`src/ram_writer_pkg.sv`:
```
`default_nettype none

package ram_writer_pkg;

  localparam int AXI_ADDR_WIDTH  = 32;  // Byte address
  localparam int AXI_DATA_WIDTH  = 64;  // Stream and AXI data
  localparam int AXI_ID_WIDTH    = 6;
  localparam int PTR_WIDTH       = 20;  // Word pointer and status count
  localparam int FIFO_DEPTH      = 512;
  localparam int COUNT_WIDTH     = 10;  // Holds 0 to FIFO_DEPTH
  localparam int BURST_LEN       = 16;  // Beats per burst
  localparam int BEAT_BYTES_LOG2 = 3;   // 8 bytes per beat
  localparam int MAX_OUTSTANDING = 4;   // Bursts in flight without a response
  localparam int OUTST_WIDTH     = 3;

  typedef logic [AXI_ADDR_WIDTH-1:0] axi_addr_t;
  typedef logic [AXI_DATA_WIDTH-1:0] axi_data_t;
  typedef logic [AXI_ID_WIDTH-1:0]   axi_id_t;
  typedef logic [PTR_WIDTH-1:0]      word_ptr_t;
  typedef logic [COUNT_WIDTH-1:0]    fifo_count_t;
  typedef logic [OUTST_WIDTH-1:0]    outst_count_t;

endpackage

`default_nettype wire
```
`src/response_tracker.sv`:
```
`timescale 1ns/100ps
`default_nettype none

module response_tracker (
  input  wire                       aclk,
  input  wire                       aresetn,
  input  wire                       aw_fire,   // Address accepted by the slave
  input  wire                       bvalid,    // bready is tied high
  output logic                      credit_ok,
  output ram_writer_pkg::word_ptr_t sts_data
);

  // Bursts whose address went out and whose response has not arrived
  ram_writer_pkg::outst_count_t outstanding;

  assign credit_ok =
    (outstanding < ram_writer_pkg::outst_count_t'(ram_writer_pkg::MAX_OUTSTANDING));

  always_ff @(posedge aclk)
  begin
    if (!aresetn)
    begin
      outstanding <= '0;
    end
    else
    begin
      case ({aw_fire, bvalid})
        2'b10:
        begin
          outstanding <= outstanding + ram_writer_pkg::outst_count_t'(1);
        end
        2'b01:
        begin
          outstanding <= outstanding - ram_writer_pkg::outst_count_t'(1);
        end
        default:
        begin
          outstanding <= outstanding;  // Both or neither, count unchanged
        end
      endcase
    end
  end

  // Every response confirms one full burst of words
  always_ff @(posedge aclk)
  begin
    if (!aresetn)
    begin
      sts_data <= '0;
    end
    else if (bvalid)
    begin
      sts_data <= sts_data + ram_writer_pkg::word_ptr_t'(ram_writer_pkg::BURST_LEN);
    end
  end

endmodule

`default_nettype wire

```
`config.mk`:
```
export PLATFORM = sky130hd
export DESIGN_NAME = response_tracker
export DESIGN_NICKNAME = d
export VERILOG_FILES = /design/src/ram_writer_pkg.sv /design/src/response_tracker.sv
export SDC_FILE = /design/constraint.sdc
export NUM_CORES = 1
export LEC_CHECK = 0
export ABC_AREA = 1
export BUFFER_PORTS_ARGS = -buffer_cell sky130_fd_sc_hd__buf_2
export CAP_MARGIN = 20
export CORE_UTILIZATION = 43
export CTS_BUF_LIST = sky130_fd_sc_hd__clkbuf_4
export CTS_CLUSTER_DIAMETER = 30
export DETAILED_ROUTE_END_ITERATION = 7
export PLACE_DENSITY = 0.68
export SETUP_SLACK_MARGIN = 0.02
export SLEW_MARGIN = 20
export SYNTH_ARGS = -nofsm -noshare
export SYNTH_HDL_FRONTEND = slang
export SYNTH_SLANG_ARGS = --single-unit
```
`constraint.sdc`:
```
create_clock -name aclk -period 1.7 [get_ports aclk]
set_input_delay 0.51 -clock aclk [delete_from_list [all_inputs] [get_ports aclk]]
set_output_delay 0.51 -clock aclk [all_outputs]
set_load 0.005 [all_outputs]
```
==> metrics <==
DIE HEIGHT 49.73 um; initial antenna violation count 0; number of global-route vias before repair 799; Syn Inst Count about 140; Leak 0.5140 nW; critical path data arrival time 1.69 ns; full die area 0.002473 mm^2; Diodes inserted 0; Port Buffers 20; critical path peak fanout 3; Post-synth EDFFs 0; # rows 16; Hold Crit Start sts_data[7]; Worst setup EP type flop; clock sinks 19; Routed WL between 1500 and 2000 um; reg-to-reg startpoint sts_data[4]; Nets 167; first-pass GRT wire length roughly 3100 um; Critical Path Source Type input pin; HP Class flop to flop; Detail Route Antenna Nets 0; Worst EP required 1.95 ns; critical path class input pin to flop; fin. max-slew vios 0; Yosys top cell area share 38.83%; cell count after placement 182; Root Buffer clkbuf_4; Final Power 0.7720 mW; final hold vios 0; Mapped Area 979.7 um^2; hold bufs inserted after CTS 0; core area between 0.002 and 0.0025 mm^2; Seq/Total Area, Yosys 38.83%; Chip Width 49.73 um; top cells by count, synth nand2_1 (29), nor2_1 (22), dfxtp_1 (19); top cells by area, synth dfxtp_1 (39%), nand2_1 (11%), nor2_1 (8.4%); post_cts resized 0; setup slack after layout 0.2595 ns; min cycle time layout 1.441 ns; vias per cell 4.597; run status finished clean; routed vias 855; syn_area_per_cell just over 7 um^2; post-DP HPWL 1355 um; P per Cell Area 685.6 mW/mm^2; layout cells sized above 1 22.64%; Tot GR Track Use 16.56%; Worst Skew 0.008340 ns; crit path launch aw_fire; fin util between 50% and 60%; Longest Clk Path Bufs 2; top-count cell post-synth nand2_1; Initial Util 47.98%; fmax 694.2 MHz; Post-Place Worst Slack -0.06368 ns; fin cells 186; drt wl/cell 9.317 um; Reg area 380.4 um^2; ys async rst share 0%; Ys Warns 0; final period utilization about 85%; Post-CTS Setup Inserts 0; Yosys top cell by area dfxtp_1; GR Overflow Total 0; # IOs 25; largest net degree at the start of global routing 17; CTS Buf Count 3; CTS clk-pin slew, worst paths 0.12 ns; final instance area 0.001126 mm^2; GPL Wtd Cong 0.7673; Cell variety after synth 25; # setup viols final 0; Initial DRC Count 14; post-place instance area 0.001099 mm^2; VDD IR max 0.0004308 V; Syn-to-layout area delta 14.94%; MaxCap Viol Count 0; total number of H-tree levels 1; Initial DRT Pass Iterations 4; Fill cells between 200 and 250; CTS tree done; ys flop type dfxtp_1; area of the multi-input gates between 500 and 600 um^2; Worst-Skew Late Latency roughly 0.30 ns; RSZ-0062 raised after global routing false; DRC viols 0; number of synthesized register bits 19
-- cell families (layout without fill, tap and decap cells) --
group / after synthesis / in the layout / share of synthesized area (%)
and+or+nand+nor: 69 / 69 / 33.33
buffers and inverters: 22 / 42 / 9.961
AOI/OAI and AO/OA: 20 / 20 / 11.11
DFF: 19 / 19 / 38.82
adders and majority gates: 3 / 3 / 4.597
xor gates and xnor gates: 2 / 2 / 1.788
other: 1 / 4 / 0.3828
-- cells in the final DEF, fill, tap and decap left out, types with 2 or more instances in the layout --
cell type  netlist  layout
nand2_1         29      29
nor2_1          22      22
buf_2            0      20
dfxtp_1         19      19
inv_1           17      17
a21oi_1         11      11
nand3_1          6       6
o21ai_0          5       5
conb_1           1       4
nor2_2           3       3
nor2_4           3       3
clkbuf_4         0       3
xnor2_1          2       2
ha_1             2       2
-- final timing paths --
kind / end / slack (ns) / cells past startpoint
worst max-delay path: outstanding[2] / 0.26 / 10
worst min-delay path: sts_data[7] / 0.50 / 1
worst max register to register: sts_data[12] / 0.35 / 7
worst min register to register: sts_data[7] / 0.50 / 1
-- where the power goes --
| part | switching (mW) | total, mW | internal, mW | leakage (nW) |
|---|---|---|---|---|
| logic | 0.0458 | 0.0757 | 0.0298 | 0.342 |
| registers | 0.00775 | 0.466 | 0.458 | 0.154 |
| clock network | 0.143 | 0.231 | 0.0876 | 0.0177 |
| total | 0.197 | 0.772 | 0.575 | 0.514 |
-- critical path: stages --
cell and delay (ns):
buf_2 0.09, inv_1 0.05, ha_1 0.14, inv_1 0.06, fa_1 0.37, a21oi_1 0.14
o21ai_0 0.12, nand2_1 0.08, nand2_1 0.04, nor2_1 0.08
-- flip-flops by register name, summed over array words and instances (netlist names) --
register	flops
sts_data	16
outstanding	3
-- routing by layer --
layer | GRT usage (%) | share of wire (%) | routed length, um
met1 | 20.15 | 51 | 886
met2 | 28.38 | 43 | 753
met4 | 7.143 | 1.6 | 28
met3 | 2.778 | 3.7 | 64
met5 | 0 | 0 | 0
-- through the flow --
step	hold WS, ns	TNS [ns]
after global placement	0.4769	0
final	0.5038	0
after CTS	0.5085	0
after floorplan	0.4585	0
after detailed placement	0.4811	-0.06368
after global routing	0.5406	0
-- cell type report --
cell class	instances	area share, %
multi-input combinational	98	45.56
sequential	19	33.78
clock buffer	3	2.000
inverter	17	5.667
clock inverter	1	0.4444
timing repair buffer	21	9.556
tap	27	3.000
(Power assumes the default switching activity.)
