`config.mk`:
```
export PLATFORM = sky130hd
export DESIGN_NAME = burst_engine
export DESIGN_NICKNAME = d
export VERILOG_FILES = /design/src/ram_writer_pkg.sv /design/src/burst_engine.sv
export SDC_FILE = /design/constraint.sdc
export NUM_CORES = 1
export LEC_CHECK = 0
export ABC_CLOCK_PERIOD_IN_PS = 5700
export BUFFER_PORTS_ARGS = -buffer_cell sky130_fd_sc_hd__buf_4
export CAP_MARGIN = 20
export CORE_ASPECT_RATIO = 0.7
export CORE_UTILIZATION = 50
export CTS_CLUSTER_DIAMETER = 40
export DETAILED_ROUTE_END_ITERATION = 10
export GPL_TIMING_DRIVEN = 1
export PLACE_DENSITY_LB_ADDON = 0.05
export SLEW_MARGIN = 30
export SYNTH_ARGS = -nofsm -noshare
export SYNTH_HDL_FRONTEND = slang
export SYNTH_SLANG_ARGS = --single-unit
```
`constraint.sdc`:
```
create_clock -name aclk -period 5.7 [get_ports aclk]
set_input_delay 0.855 -clock aclk [delete_from_list [all_inputs] [get_ports aclk]]
set_output_delay 0.855 -clock aclk [all_outputs]
set_load 0.01 [all_outputs]
```
`src/ram_writer_pkg.sv`:
```
`default_nettype none

package ram_writer_pkg;

  localparam int AXI_ADDR_WIDTH  = 32;  // Byte address
  localparam int AXI_DATA_WIDTH  = 64;  // Stream and AXI data
  localparam int AXI_ID_WIDTH    = 6;
  localparam int PTR_WIDTH       = 20;  // Word pointer and status count
  localparam int FIFO_DEPTH      = 512;
  localparam int COUNT_WIDTH     = 10;  // Holds 0 to FIFO_DEPTH
  localparam int BURST_LEN       = 16;  // Beats per burst
  localparam int BEAT_BYTES_LOG2 = 3;   // 8 bytes per beat
  localparam int MAX_OUTSTANDING = 4;   // Bursts in flight without a response
  localparam int OUTST_WIDTH     = 3;

  typedef logic [AXI_ADDR_WIDTH-1:0] axi_addr_t;
  typedef logic [AXI_DATA_WIDTH-1:0] axi_data_t;
  typedef logic [AXI_ID_WIDTH-1:0]   axi_id_t;
  typedef logic [PTR_WIDTH-1:0]      word_ptr_t;
  typedef logic [COUNT_WIDTH-1:0]    fifo_count_t;
  typedef logic [OUTST_WIDTH-1:0]    outst_count_t;

endpackage

`default_nettype wire
```
`src/burst_engine.sv`:
```
`timescale 1ns/100ps
`default_nettype none

module burst_engine (
  input  wire                           aclk,
  input  wire                           aresetn,
  input  wire ram_writer_pkg::axi_addr_t   cfg_base,
  input  wire ram_writer_pkg::fifo_count_t fifo_count,
  input  wire ram_writer_pkg::axi_data_t   fifo_dout,
  input  wire                           credit_ok,
  output logic                          fifo_rd,
  output ram_writer_pkg::axi_id_t       awid,
  output ram_writer_pkg::axi_addr_t     awaddr,
  output logic [3:0]                    awlen,
  output logic [2:0]                    awsize,
  output logic [1:0]                    awburst,
  output logic [3:0]                    awcache,
  output logic                          awvalid,
  input  wire                           awready,
  output ram_writer_pkg::axi_id_t       wid,
  output ram_writer_pkg::axi_data_t     wdata,
  output logic [ram_writer_pkg::AXI_DATA_WIDTH/8-1:0] wstrb,
  output logic                          wlast,
  output logic                          wvalid,
  input  wire                           wready,
  output logic                          bready
);

  typedef enum logic {
    idle,
    busy
  } engine_state_t;

  engine_state_t             state;
  ram_writer_pkg::word_ptr_t ptr;     // Next word to send on the data channel
  ram_writer_pkg::axi_id_t   id;      // ID of the burst on the data channel
  ram_writer_pkg::word_ptr_t aw_ptr;  // First word of the burst on the address channel
  ram_writer_pkg::axi_id_t   aw_id;

  logic aw_fire;
  logic w_fire;
  logic last_beat;
  logic start_burst;
  logic next_burst;

  assign aw_fire   = awvalid & awready;
  assign w_fire    = wvalid & wready;
  assign wlast     = &ptr[3:0];
  assign last_beat = w_fire & wlast;

  // A pending address is not yet in the tracker, so wait for it before a new one
  assign start_burst = (state == idle) && !awvalid && credit_ok &&
    (fifo_count >= ram_writer_pkg::fifo_count_t'(ram_writer_pkg::BURST_LEN));
  assign next_burst = last_beat && !awvalid && credit_ok &&
    (fifo_count > ram_writer_pkg::fifo_count_t'(ram_writer_pkg::BURST_LEN));

  always_ff @(posedge aclk)
  begin
    if (!aresetn)
    begin
      state   <= idle;
      awvalid <= 1'b0;
      wvalid  <= 1'b0;
      ptr     <= '0;
      id      <= '0;
    end
    else
    begin
      if (aw_fire)
      begin
        awvalid <= 1'b0;
      end
      if (start_burst || next_burst)
      begin
        awvalid <= 1'b1;  // Address and data start independently
      end
      if (start_burst)
      begin
        state  <= busy;
        wvalid <= 1'b1;
      end
      else if (last_beat && !next_burst)
      begin
        state  <= idle;
        wvalid <= 1'b0;
      end
      if (w_fire)
      begin
        ptr <= ptr + ram_writer_pkg::word_ptr_t'(1);
      end
      if (last_beat)
      begin
        id <= id + ram_writer_pkg::axi_id_t'(1);
      end
    end
  end

  // Address fields are latched so they hold while data beats move on
  always_ff @(posedge aclk)
  begin
    if (start_burst)
    begin
      aw_ptr <= ptr;
      aw_id  <= id;
    end
    else if (next_burst)
    begin
      aw_ptr <= ptr + ram_writer_pkg::word_ptr_t'(1);  // Word after this last beat
      aw_id  <= id + ram_writer_pkg::axi_id_t'(1);
    end
  end

  assign fifo_rd = w_fire;

  assign awid    = aw_id;
  assign awaddr  = cfg_base + (ram_writer_pkg::axi_addr_t'(aw_ptr)
                   << ram_writer_pkg::BEAT_BYTES_LOG2);
  assign awlen   = 4'(ram_writer_pkg::BURST_LEN - 1);
  assign awsize  = 3'(ram_writer_pkg::BEAT_BYTES_LOG2);
  assign awburst = 2'b01;   // INCR
  assign awcache = 4'b0110; // Write-through, read allocate
  assign wid     = id;
  assign wdata   = fifo_dout;
  assign wstrb   = '1;      // Full-width beats only
  assign bready  = 1'b1;

endmodule

`default_nettype wire

```
==> summary by stage <==
Power and ir drop
The relative contribution of combinational cells to total power is 0.277. The static leakage is roughly 2.1 nW. Total power for the finished layout comes to between 0.001 and 0.0015 W. The net load switching power is roughly 0.00029 W. The internal power contribution is a little over 0.0007 W. The power density of the placed cells is 209 nW/µm². The net switching share of the total power is 0.282. Across the VDD grid, the largest voltage drop is around 120 µV. The power share of the clock group is 0.302. The share of total power dissipated in sequential elements is 0.421.

Setup path
At the worst endpoint, the required time is between 4000 and 5000 ps. The number of buffers and inverters on the critical path is 2. Of all nets on the critical path, the largest fanout is 9.

The kind of launch point of the worst setup path is an input port. The signal on the critical path passes through buf_4 > ha_1 > fa_1 > a21o_1 > a22oi_1 > o31a_1 > o21bai_4 > a21oi_2 > nor4b_1 > a311o_1 > buf_4. On the worst path, the slowest cell contributes a delay of around 400 ps.

STA classifies the critical path endpoint as an output pin. The critical path's slowest cell is sky130_fd_sc_hd__fa_1. The kind of cell adding the most delay to the critical path is compound AO/OA/AOI/OAI gates. For the worst setup path, the data arrival time is 3310 ps. The most common cell type on the critical path is sky130_fd_sc_hd__buf_4. The critical path in this run is classified as in2out.

Detailed routing
The average via count per standard cell is between 5 and 6. Once detail routing completed, the nets flagged for antenna violations numbered 0. After the first detailed-routing iteration, the DRC count stood at between 200 and 300. The routed design has around 10000 µm of wire. The length of the first detailed-routing pass in iterations is 5. The mean routed wirelength per cell is around 15 µm. The number of remaining DRC errors is 0. The count of vias placed by the detailed router is between 3000 and 4000.

Clock tree
Clock tree synthesis found a total of 54 sinks. The worst-skew pair later-pin latency is approximately 290 ps. For this design, the CTS-stage hold fixing added 0 buffers. The clock-pin slew reported for the worst setup and hold paths after clock tree synthesis is ~60 ps.

The CTS tree is done. In this run the deepest clock path goes through 2 buffers. The buffer type at the clock tree root is sky130_fd_sc_hd__clkbuf_16.

The count of buffers added by post-CTS timing repair for setup is 0. Once the clock tree was built, the resizer swapped 0 gates to a different size. The number of H-tree branching levels is 2. The number of clock buffers added by TritonCTS is 5.

Global route
The via count of the first global-routing pass is just over 3000. The first global-routing pass estimated 15200 µm of wire. Summed over all layers, the global routing overflow is 0. The aggregate global-route resource usage is 0.206. The largest net degree at the start of global routing is 29.

The number of antenna violations at the first check in global routing came to 0.

Floorplan
The floorplan has 28 rows. The die footprint is about 9400 µm². For this design the top-level I/O count stands at between 200 and 250. The area of the core is around 8600 µm². For this configuration, the core starts out at a cell density of 0.525. From left edge to right edge, the die measures approximately 120 µm. The floorplan die height is about 80 µm.

Timing
For the pin with the worst max-slew slack, the measured transition is around 820 ps. Derived from the worst setup path, the maximum achievable clock frequency is 0.240 GHz. The clock period could shrink to between 4000 and 5000 ps. The worst-case clock skew is ~4 ps. Dividing the final minimum period by the clock period gives 0.730. Adding up every negative setup slack in the final design gives 0 ps. The count of final max-slew check failures is 0. The worst hold margin is 520 ps.

The total count of hold-check failures in the final report is 0. Measured against its own limit, the worst slew margin works out to 0.452. Setup repair after global routing left no endpoint under its margin. Setup violations remaining at the end of the flow were counted as 0.

Finish
For this run, the share of the core covered by cells in the final layout is 0.562. The layout overhead on the synthesized area is 7.17%. Of the cells placed in the final design, the portion with a size suffix greater than 1 is 0.210. 0 antenna diodes ended up in the layout. Leaving out fill and tap cells, the most frequent cell in the layout is sky130_fd_sc_hd__buf_4.

Leaving out fill and tap cells, the most frequent cells in the layout are 89 x sky130_fd_sc_hd__buf_4, 55 x sky130_fd_sc_hd__nand2_1, 45 x sky130_fd_sc_hd__xnor2_1, 28 x sky130_fd_sc_hd__dfxtp_1. The layout has 821 filler cells. In the final layout, the multi-input gates occupy approximately 2500 µm². The total area of sequential cells is ~1300 µm². The count of nets after finishing is roughly 670.

Logic synthesis
Counting flops and latches in the post-synthesis netlist gives 54. In this run the cell area of the synthesized design comes to about 4500 µm². In this run, synthesis inferred 26 flip-flops with an integrated enable. For this run, the number of Yosys warnings is 0. The top flip-flop cell by instance count after synthesis is sky130_fd_sc_hd__dfxtp_1. After synthesis, the mean cell area works out to a little under 9 µm². Synthesis instantiated 63 different standard cells from the library.

Counting every instance in the synthesized netlist gives 518. The async set-reset flop share out of synthesis is 0. The register area share after synthesis is 0.297.

Place
Detailed placement finished with a half-perimeter wire length of 7930 µm. The count of buffers inserted at the top-level ports is 88. Routability-driven placement finished with a final weighted congestion of roughly 0.91.

Worst hold path
The worst hold path belongs to the class reg2reg.

Job
The number of max-cap violations is 0.

Run status
The flow ran to the end, and the final reports show no timing, DRC or antenna violations.
cells by family after synthesis:
family | after synthesis | synth area share
AO/OA/AOI/OAI | 84 | 0.137
XOR/XNOR | 63 | 0.122
adder cells (fa/ha/maj) | 23 | 0.0653
buffers and inverters | 113 | 0.169
flip-flops | 54 | 0.297
multiplexers | 1 | 0.00221
other | 2 | 0.00166
AND/OR/NAND/NOR | 178 | 0.206
worst min-delay path: stages, from the launching register on:
cell and delay (ps):
sky130_fd_sc_hd__dfxtp_1 320, sky130_fd_sc_hd__o21ai_0 70, sky130_fd_sc_hd__a21boi_0 80
registers in the layout, indices dropped and copies added, names as in the netlist:
signal	cells
aw_ptr	20
ptr	20
awid	6
wid	6
awvalid	1
state	1
synthesized netlist by cell type (2+ instances only):
cell | instances | share of area
sky130_fd_sc_hd__a21boi_0 | 4 | 0.0066
sky130_fd_sc_hd__xor2_1 | 18 | 0.035
sky130_fd_sc_hd__o21a_1 | 4 | 0.0066
sky130_fd_sc_hd__o21bai_1 | 3 | 0.0050
sky130_fd_sc_hd__nor4b_1 | 2 | 0.0039
sky130_fd_sc_hd__a211oi_1 | 2 | 0.0033
sky130_fd_sc_hd__nor3b_1 | 2 | 0.0033
sky130_fd_sc_hd__nor2b_1 | 3 | 0.0042
sky130_fd_sc_hd__a21oi_1 | 22 | 0.024
sky130_fd_sc_hd__nand2_1 | 55 | 0.046
sky130_fd_sc_hd__or3_1 | 5 | 0.0069
sky130_fd_sc_hd__and3_1 | 10 | 0.014
sky130_fd_sc_hd__a311o_1 | 2 | 0.0044
sky130_fd_sc_hd__buf_4 | 89 | 0.15
sky130_fd_sc_hd__ha_1 | 22 | 0.061
sky130_fd_sc_hd__a31o_2 | 2 | 0.0039
sky130_fd_sc_hd__a21o_1 | 9 | 0.015
sky130_fd_sc_hd__nor2_1 | 20 | 0.017
sky130_fd_sc_hd__nor2_2 | 2 | 0.0028
sky130_fd_sc_hd__xnor2_1 | 45 | 0.087
sky130_fd_sc_hd__buf_2 | 3 | 0.0033
sky130_fd_sc_hd__clkbuf_1 | 10 | 0.0083
sky130_fd_sc_hd__or4b_1 | 2 | 0.0044
sky130_fd_sc_hd__o31ai_1 | 2 | 0.0033
sky130_fd_sc_hd__dfxtp_1 | 28 | 0.12
sky130_fd_sc_hd__nand3_1 | 21 | 0.023
sky130_fd_sc_hd__nor3_1 | 8 | 0.0089
sky130_fd_sc_hd__a211o_1 | 3 | 0.0058
sky130_fd_sc_hd__o21ai_0 | 10 | 0.011
sky130_fd_sc_hd__and2_1 | 26 | 0.036
sky130_fd_sc_hd__conb_1 | 2 | 0.0017
sky130_fd_sc_hd__edfxtp_1 | 26 | 0.17
sky130_fd_sc_hd__inv_1 | 10 | 0.0083
sky130_fd_sc_hd__o31a_1 | 2 | 0.0039
sky130_fd_sc_hd__o311a_1 | 4 | 0.0089
sky130_fd_sc_hd__nand4_1 | 13 | 0.018
path summary, 6_finish.rpt:
| kind | start | endpoint | slack, ps | depth (start not counted) |
|---|---|---|---|---|
| max | cfg_base[3] | awaddr[25] | 1540 | 11 |
| min | ptr[19] | ptr[19] | 520 | 2 |
| max reg2reg | state | aw_ptr[10] | 2780 | 6 |
| min reg2reg | ptr[19] | ptr[19] | 520 | 2 |
per-layer routing:
metal,vias up,track usage,wire [µm]
met4,0,0.0641,218
met1,1581,0.293,4760
li1,1722,-,-
met5,-,0,0
met2,193,0.292,4040
met3,29,0.0686,1080
power groups by stage:
stage               sequential (W)  combinational, W  clock [W]
floorplan                 0.000435          0.000219          0
global placement          0.000435          0.000276          0
detailed placement        0.000435          0.000280          0
CTS                       0.000427          0.000281   0.000310
global route              0.000427          0.000306   0.000331
finish                    0.000426          0.000281   0.000305
layout make-up:
cell class,instances,area share
clock buffer,7,0.0294
clock inverter,1,0.00103
inverter,11,0.00852
multi-input combinational,371,0.515
sequential,54,0.277
tap,120,0.0310
timing repair buffer,89,0.138
stage by stage:
step	setup slack (ps)	instances	instance area [µm²]
final	1540	653	4840
after global routing	1410	653	4840
after CTS	1530	653	4840
after detailed placement	1540	645	4700
after global placement	1590	645	4700
after floorplan	2060	538	4600
Note: power is estimated with default switching activity, not from simulation.
